**src/include/mem_sdp_consts.svh**
```systemverilog
`ifndef MEM_SDP_CONSTS_SVH
`define MEM_SDP_CONSTS_SVH

// word address width.
`define MEM_ADDR_WID 7

// width of one stored word.
`define MEM_DATA_WID 113

// 1 zero-fills the array after reset, 0 skips straight to ready.
`define MEM_CLEAR_EN 1

// number of words held by the array.
`define MEM_DEPTH (1 << `MEM_ADDR_WID)

`endif

```
**src/hdl/mem_sdp_pkg.sv**
```systemverilog
`include "mem_sdp_consts.svh"

package mem_sdp_pkg;

    // ~~~~~~~~~~~~~~~~~~~~~~~~~~~~~~~~~~~~~~~~~~~~~~~~~~
    // widths with a meaning.
    // ~~~~~~~~~~~~~~~~~~~~~~~~~~~~~~~~~~~~~~~~~~~~~~~~~~

    // word address.
    typedef logic [`MEM_ADDR_WID-1:0] addr_t;

    // one stored word.
    typedef logic [`MEM_DATA_WID-1:0] data_t;

    // ~~~~~~~~~~~~~~~~~~~~~~~~~~~~~~~~~~~~~~~~~~~~~~~~~~
    // start-up sequencer.
    // ~~~~~~~~~~~~~~~~~~~~~~~~~~~~~~~~~~~~~~~~~~~~~~~~~~

    typedef enum logic [1:0] {
        IDLE  = 2'd0,
        CLEAR = 2'd1,
        READY = 2'd2
    } clear_state_t;

    // ~~~~~~~~~~~~~~~~~~~~~~~~~~~~~~~~~~~~~~~~~~~~~~~~~~
    // staged port commands.
    // ~~~~~~~~~~~~~~~~~~~~~~~~~~~~~~~~~~~~~~~~~~~~~~~~~~

    // write command, strobe set only for an accepted request.
    typedef struct packed {
        logic  strobe;
        addr_t addr;
        data_t data;
    } wr_req_t;

    // read command.
    typedef struct packed {
        logic  strobe;
        addr_t addr;
    } rd_req_t;

endpackage : mem_sdp_pkg

```
**src/hdl/mem_clear_counter.sv**
```systemverilog
`timescale 1ns/1ps
`include "mem_sdp_consts.svh"

module mem_clear_counter
    import mem_sdp_pkg::*;
(
    input  logic  rd_clk,
    input  logic  rd_srst,
    input  logic  clear_active,
    output addr_t clear_addr,
    output logic  clear_last
);

    localparam addr_t LAST_ADDR = addr_t'(`MEM_DEPTH - 1);

    addr_t cnt;

    // walks 0 to depth-1 and wraps back to zero after the last word.
    always_ff @(posedge rd_clk) begin
        if (rd_srst) begin
            cnt <= '0;
        end else if (clear_active) begin
            cnt <= cnt + addr_t'(1);
        end
    end

    assign clear_addr = cnt;

    // flagged while the final word is being zeroed.
    assign clear_last = clear_active && (cnt == LAST_ADDR);

    // the sequencer stops on the wrap and the counter rests at zero outside clearing.
    a_cnt_hold : assert property (
        @(posedge rd_clk) disable iff (rd_srst)
        !clear_active |-> (clear_addr == '0)
    ) else $error("clear counter left zero while clear was inactive.");

endmodule : mem_clear_counter

```
**config.mk**
```make
export PLATFORM = sky130hd
export DESIGN_NAME = mem_clear_counter
export DESIGN_NICKNAME = d
export VERILOG_FILES = /design/src/hdl/mem_sdp_pkg.sv /design/src/hdl/mem_clear_counter.sv
export VERILOG_INCLUDE_DIRS = /design/src /design/src/include
export SDC_FILE = /design/constraint.sdc
export NUM_CORES = 1
export LEC_CHECK = 0
export BUFFER_PORTS_ARGS = -buffer_cell sky130_fd_sc_hd__buf_2
export CAP_MARGIN = 15
export CORE_AREA = 2 2 39 41
export CTS_BUF_LIST = sky130_fd_sc_hd__clkbuf_8
export CTS_CLUSTER_DIAMETER = 200
export DETAILED_ROUTE_END_ITERATION = 10
export DIE_AREA = 0 0 41 43
export SLEW_MARGIN = 10
export SYNTH_ARGS = -nofsm -noshare
export SYNTH_HDL_FRONTEND = slang
export SYNTH_SLANG_ARGS = --single-unit
```
**constraint.sdc**
```tcl
create_clock -name rd_clk -period 1.2 [get_ports rd_clk]
set_clock_uncertainty 0.15 [all_clocks]
set_input_delay 0 -clock rd_clk [delete_from_list [all_inputs] [get_ports rd_clk]]
set_output_delay 0 -clock rd_clk [all_outputs]
set_load 0.01 [all_outputs]
```
* Word level (Yosys, flattened, before mapping)
Index checks and enable logic that the tools add are counted.
Operators by class: add/subtract/negate cells 1, reduce and logical (&&, ||, !) cells 1, eq/ne operators 1
Operators with widths (number):
- adder 7 x 1 -> 7 bit (second input constant) | 1
- == test 7 bit (second input constant) | 1
- logical AND 1 bit | 1
Storage, ports and cells: logic and storage cells 4, flip-flop bits (word level) 7

* Depth between registers and ports, before layout
Gate-level depths: netlist (run 1).
depth in word-level cells 2, gate-level depth with buffers 4

* Least setup slack after synthesis (run 1)
No wires, ideal clock.
path kind reg2reg, start reg cnt[0] (netlist: clear_addr[0]), end reg cnt[6] (netlist: clear_addr[6]), cell stages (with the launch flop) 5, arrival 1.122 ns, period minus slack after synthesis 1.393 ns, library setup time 0.121 ns, setup slack -0.193 ns, cells stage by stage dfxtp_1 > ha_1 > nand2_1 > nor2_1 > mux2_2
On the way: longest elaborated chain between the ends 1
Ends and longest elaborated chain:
- start, declared | line mem_clear_counter.sv:16 | addr_t cnt;
- start signal, assigned | line mem_clear_counter.sv:23 | cnt <= cnt + addr_t'(1);
- adder 7 x 1 -> 7 bit | line mem_clear_counter.sv:23
No other way between the ends. A chain may end at the register's enable or synchronous reset.

* Worst setup path after layout (run 1)
start reg cnt[0] (netlist: clear_addr[0]), end out clear_last
On the way: longest elaborated chain between the ends 2
Ends and longest elaborated chain:
- == test 7 bit | line mem_clear_counter.sv:30 | assign clear_last = clear_active && (cnt == LAST_ADDR);
- logical AND 1 bit | line mem_clear_counter.sv:30
- end, declared | line mem_clear_counter.sv:11 | output logic clear_last
No other way between the ends.

==> impl_results.md, run 1 <==
- Run status: finished with violations
- Failing checks: negative setup slack
- Crit path cell chain: ha_4 > nand2_4 > nor2_4 > and2_1 > buf_2
- Ys async rst share: 0
- Setup TNS: -0.0603 ns
- Multi-input logic area: 203 um^2
- Filler cells: 136
- Crit path DAT: 1.11 ns
- F_max: 0.796 GHz
- Synth Flop Type: dfxtp_1
- # setup viols final: 2
- CP Launch Type: register
- Max Slew Vio Count: 0
- Crit. End Element: primary output
- Total clock sinks: 7
- Cell count of the worst reg-to-reg path: 4
- Hold path start: clear_active
- Maxcap violations: 0
- Total track usage: 0.115
- Area Growth Syn to Fin: 74.7%
- RSZ-0062 raised after global routing: true
- Worst Tran Pin Value: 0.158 ns
- Yosys reg bits: 7
- Net Count, Synth: 38
- Hold_ws: 0.0303 ns
- CTS tree: yes
- Clock transition at path regs: 0.04 ns
- Largest net degree at the start of global routing: 9
- DR WL/cell: 10.9 um
- Yosys Warn Count: 0
- CTS Buf Count: 3
- Number of global-route vias before repair: 318
- Placer Congestion: 0.723
- Final core utilization: 0.393
- Pre-Repair DR Iteration Count: 4
- Dpl ws: -0.0511 ns
- Skew-Pair Late Insertion Delay: 0.23 ns
- Number of synthesized flops with an enable pin: 0
- Post-synthesis cell type count: 17
- Die Ht: 43 um
- Port bufs: 10
- Sequential-to-total area share from yosys stat: 0.450
- Mean post-synth cell area: 9.16 um^2
- DP HPWL: 541 um
- Num ports: 11
- Worst slew margin: 0.894
- DRC viols: 0
- Sequential cell area: 151 um^2
- Largest register FFs: 7
- Critical R2R Launch: clear_addr[0]$_SDFFE_PP0P_
- Power per cell area: 1170 nW/um^2
- Maximum vdd drop: 0.000531 V
- Global-route wire length before repair: 1290 um
- Ratio of cells with drive above 1 in the final layout: 0.545
- Minimum clock period after layout: 1.26 ns
- Cells after Synth: 34
- Die area: 1760 um^2
- Clk root buf: clkbuf_8
- Critical path class: register to primary output
- Crit path from: clear_addr[0]$_SDFFE_PP0P_
- P_leak: 0.258 nW
- N_diodes: 0
- Worst path max stage delay: 0.35 ns
- Routed Antenna Nets: 0
- Min-Delay Path Depth: 4
- Synth top area share: 0.450
- Drt initial violations: 3
- Min-Delay Path Class: primary input to register
- Vias/cell: 4.35
- Num rows: 14
- Netlist Area Pre-Place: 312 um^2
- Total Wirelength: 773 um
- Power consumption: 639 uW
- Cell family with most CP delay: flip-flops
- Setup ws final: -0.0564 ns
- Clk buf depth: 2
- Antenna violations before repair: 0
- Top post-synthesis cells by area: dfxtp_1 45%, nor2_1 8.4%, xor2_1 8.4%, ha_1 4.0%, nand4_1 4.0%
- WP data required: 1.05 ns
- Initial Util: 0.225
- Post-synth top area cell: dfxtp_1
- Die X-Extent: 41 um
- Critical Path Stages: 5
- H-tree Lvls: 1
- CP max stage cell: dfxtp_4
- Grt ovf: 0
- Final Cycle Share: 1.05
- Final hold violations: 0
- Vias post-DR: 309
- Crit Path Max Fanout: 2
- Crit path buf inv count: 1
- Core area: 1380 um^2
- Nets: 60
- Commonest cells post-synth: 7 x dfxtp_1, 7 x nor2_1, 3 x nand2_1, 3 x xor2_1, 2 x nand4_1
[what timing repair did]
item | CTS | global route
buffers inserted | 0 | 0
pin swaps | 3 | 7
resized for setup | 2 | 5
setup endpoints to repair | 3 | 5
endpoints found under the hold margin | 6 | 0
hold buffers | 3 | 0
[stage by stage]
step | area [um^2] | cells
3_3_place_gp | 439 | 64
5_1_grt | 544 | 71
3_5_place_dp | 439 | 64
2_1_floorplan | 335 | 34
6_report | 544 | 71
4_1_cts | 519 | 71
[worst reg2reg max path: cells and delay by family (launching register included)]
kind | cells | cell delay, ns
multiplexers | 1 | 0.30
flip-flops | 1 | 0.35
AND/OR/NAND/NOR | 2 | 0.14
adder cells (fa/ha/maj) | 1 | 0.14
[where the power goes]
group / internal (mW) / leakage, nW / switching [mW] / total, mW
combinational: 0.0365 / 0.171 / 0.0327 / 0.0692
clock: 0.221 / 0.0269 / 0.100 / 0.321
sequential: 0.242 / 0.0596 / 0.00723 / 0.249
[metal layers]
layer  global-route usage  vias to the layer above  wire, um
met3               0.0366                        2        47
met1                0.127                      146       292
met2                0.156                        8       407
met5                    0                        -         0
li1                     -                      153         -
met4                0.120                        0        25
[layout make-up]
cell class                 count  area share
clock buffer                   3      0.0759
clock inverter                 1     0.00690
multi-input combinational     25       0.372
sequential                     7       0.278
tap                           16      0.0368
timing repair buffer          19       0.230
[path summary, 6_finish.rpt]
path                                                    to  slack (ns)
worst max register to register  clear_addr[6]$_SDFFE_PP0P_           0
worst min-delay path            clear_addr[3]$_SDFFE_PP0P_        0.03
worst min register to register  clear_addr[5]$_SDFFE_PP0P_        0.39
worst max-delay path                            clear_last       -0.06
[cells in the final DEF (no fill, tap or decap), types with 2 or more instances in the layout]
cell           instances
nand4_1                2
dfxtp_1                2
dfxtp_4                2
buf_4                  6
nor2_1                 6
buf_2                 10
clkbuf_8               3
dfxtp_2                3
xor2_1                 3
dlygate4sd3_1          3
[kinds of logic (layout without fill, tap and decap cells)]
logic type,Yosys count,after routing,share of synthesized area
multiplexers,2,2,0.0683
adder cells (fa/ha/maj),1,1,0.0402
flip-flops,7,7,0.450
XOR/XNOR,4,4,0.112
AND/OR/NAND/NOR,16,16,0.261
buffers and inverters,2,23,0.0361
AO/OA/AOI/OAI,2,2,0.0321
Power figures use the tool's default switching activity.
==> inputs of run 2 (changes only) <==
==> constraint.sdc (replaced) <==
create_clock -name rd_clk -period 1.2 [get_ports rd_clk]
set_clock_uncertainty 0.15 [all_clocks]
set_input_delay 0.12 -clock rd_clk [delete_from_list [all_inputs] [get_ports rd_clk]]
set_output_delay 0.12 -clock rd_clk [all_outputs]
set_load 0.05 [all_outputs]
==> run 2 against run 1 <==
Hold slack worse by 0.025 ns. Largest power group unchanged. The flow still finishes with violations (negative setup slack). Count of clock-buffer cells in the layout unchanged. Combinational power up 47%. Via count down 3.6%. Die area unchanged. Sequential cell count unchanged. Critical path depth unchanged. Wire length down 6.0%. Utilization up 2.0 points.
==> impl_results.md, run 2 (same netlist as run 1, synthesis figures left out) <==
- CP Launch Type: register
- Total track usage: 0.103 (-0.0115)
- Placed cell count: 65 (+1.6%)
- Maxcap violations: 0 (unchanged)
- Pre-Repair DR Iteration Count: 2 (-2)
- # setup viols final: 4 (+2)
- Area Growth Syn to Fin: 83.5%
- Ratio of cells with drive above 1 in the final layout: 0.636 (+0.0909)
- Hold_ws: 0.00574 ns (-0.0246 ns)
- Hold path start: rd_srst
- Skew-Pair Late Insertion Delay: 0.23 ns (about the same)
- CTS Hold Bufs: 0 (-3)
- Most frequent cells in the layout: 11 x buf_4, 6 x nor2_1, 5 x dfxtp_4
- RSZ-0062 raised after global routing: true
- Placer Congestion: 0.696 (-3.8%)
- Vias post-DR: 298 (-3.6%)
- Cell count of the worst reg-to-reg path: 5 (+1)
- Die X-Extent: 41 um (unchanged)
- Crit Path Max Fanout: 2 (unchanged)
- Minimum clock period after layout: 1.39 ns (+0.132 ns)
- Reg-to-reg critical path endpoint: clear_addr[6]$_SDFFE_PP0P_
- H-tree Lvls: 1 (unchanged)
- Antenna violations before repair: 0 (unchanged)
- Num rows: 14 (unchanged)
- CTS tree: yes
- DP HPWL: 491 um (-9.2%)
- Clk buf depth: 2 (unchanged)
- Global-route wire length before repair: 1070 um (-17%)
- Total Wirelength: 727 um (-6.0%)
- CTS Buf Count: 3 (unchanged)
- Critical R2R Launch: clear_addr[1]$_SDFFE_PP0P_
- Final hold violations: 0 (unchanged)
- Largest net degree at the start of global routing: 9 (unchanged)
- Worst slew margin: 0.836 (-0.0583)
- Final Cycle Share: 1.16 (+0.110)
- Reg2Reg Setup Slack: -0.06 ns (-0.06 ns)
- Port bufs: 10 (unchanged)
- Worst hold endpoint: clear_addr[0]$_SDFFE_PP0P_
- Initial Util: 0.225 (unchanged)
- Drt initial violations: 1 (-2)
- Non-Filler Instances: 71 (unchanged)
- DR WL/cell: 10.2 um (-6.0%)
- DRC viols: 0 (unchanged)
- Critical path class: register to primary output
- CP max stage cell: dfxtp_4
- Power consumption: 667 uW (+4.4%)
- Number of global-route vias before repair: 271 (-15%)
- Largest register FFs: 7 (unchanged)
- Die area: 1760 um^2 (unchanged)
- Nets: 60 (unchanged)
- WP data required: 0.93 ns (-0.12 ns)
- Worst Tran Pin Value: 0.248 ns (+0.0894 ns)
- Setup TNS: -0.338 ns (-0.278 ns)
- Min-Delay Path Depth: 2 (-2)
- Run status: finished with violations
- Crit. End Element: primary output
- P_leak: 0.261 nW (+1.3%)
- Power per cell area: 1170 nW/um^2 (-0.63%)
- Clk root buf: clkbuf_8
- F_max: 0.720 GHz (-9.5%)
- Num ports: 11 (unchanged)
- Crit path from: clear_addr[1]$_SDFFE_PP0P_
- Crit path DAT: 1.12 ns (about the same)
- Max Slew Vio Count: 0 (unchanged)
- Clock transition at path regs: 0.04 ns (about the same)
- Vias/cell: 4.20 (-3.6%)
- Crit path buf inv count: 1 (unchanged)
- Worst path max stage delay: 0.35 ns (about the same)
- Die Ht: 43 um (unchanged)
- Failing checks: negative setup slack
- Core area: 1380 um^2 (unchanged)
- Grt ovf: 0 (unchanged)
- Most common cell after layout, fill and taps aside: buf_4
- Maximum vdd drop: 0.000592 V (+11%)
- N_diodes: 0 (unchanged)
- Cell family with most CP delay: flip-flops
- Setup ws final: -0.188 ns (-0.132 ns)
- Crit path cell chain: ha_4 > nand2_2 > nor2_2 > and2_4 > buf_8
- Total clock sinks: 7 (unchanged)
- Routed Antenna Nets: 0 (unchanged)
- Min-Delay Path Class: primary input to register
- Dpl ws: -0.0901 ns (-0.0390 ns)
-- run 2: changes by cell type in the layout (fill, tap and decap cells not counted), moves of 2 or more --
cell	before	now
buf_2	10	4
dfxtp_2	3	1
buf_4	6	11
buf_6	0	3
dfxtp_4	2	5
dlygate4sd3_1	3	0
-- run 2: what timing repair did --
item                                    in CTS  in global routing
endpoints found under the setup margin       8                  5
gates resized for setup                     12                  4
setup buffers                                1                  2
pin swaps                                    4                  6
-- run 2: area by class of cell --
class                           instances  area [um^2]
Fill cell                             141          812
Tap cell                               16         20.0
Clock buffer                            3         41.3
Multi-Input combinational cell         25          195
Timing Repair Buffer                   19          151
Clock inverter                          1         3.75
Sequential cell                         7          160
-- run 2: layer usage --
metal  global-route usage  share of wire  up-vias
met5                    0              0        -
met4                0.120          0.017        0
met3               0.0471          0.083        2
met2                0.134           0.50        8
met1                0.106           0.40      130
li1                     -              -      158
-- run 2: per-stage QoR --
| step | area (um^2) | util |
|---|---|---|
| finish | 572 | 0.413 |
| global route | 572 | 0.413 |
| global placement | 465 | 0.336 |
| CTS | 551 | 0.398 |
| floorplan | 354 | - |
| detailed placement | 465 | 0.336 |
-- run 2: power by group --
group          switching (mW)  internal, mW
registers             0.00754         0.235
clock network           0.101         0.221
logic                  0.0566        0.0457
total                   0.165         0.502
-- run 2: worst register-to-register path, delay by kind of cell (launching register included) --
family        cells  cell delay [ns]
simple gates      2             0.13
flops             1             0.35
buf+inv           1             0.12
mux               1             0.28
fa+ha+maj         1             0.13
-- run 2: worst max-delay path by stage --
stage                                 endpoint  slack [ns]  depth (start not counted)
floorplan           clear_addr[6]$_SDFFE_PP0P_       -0.17                          4
global placement                    clear_last       -0.08                          5
detailed placement                  clear_last       -0.09                          5
CTS                                 clear_last       -0.23                          5
global route                        clear_last       -0.22                          5
finish                              clear_last       -0.19                          5
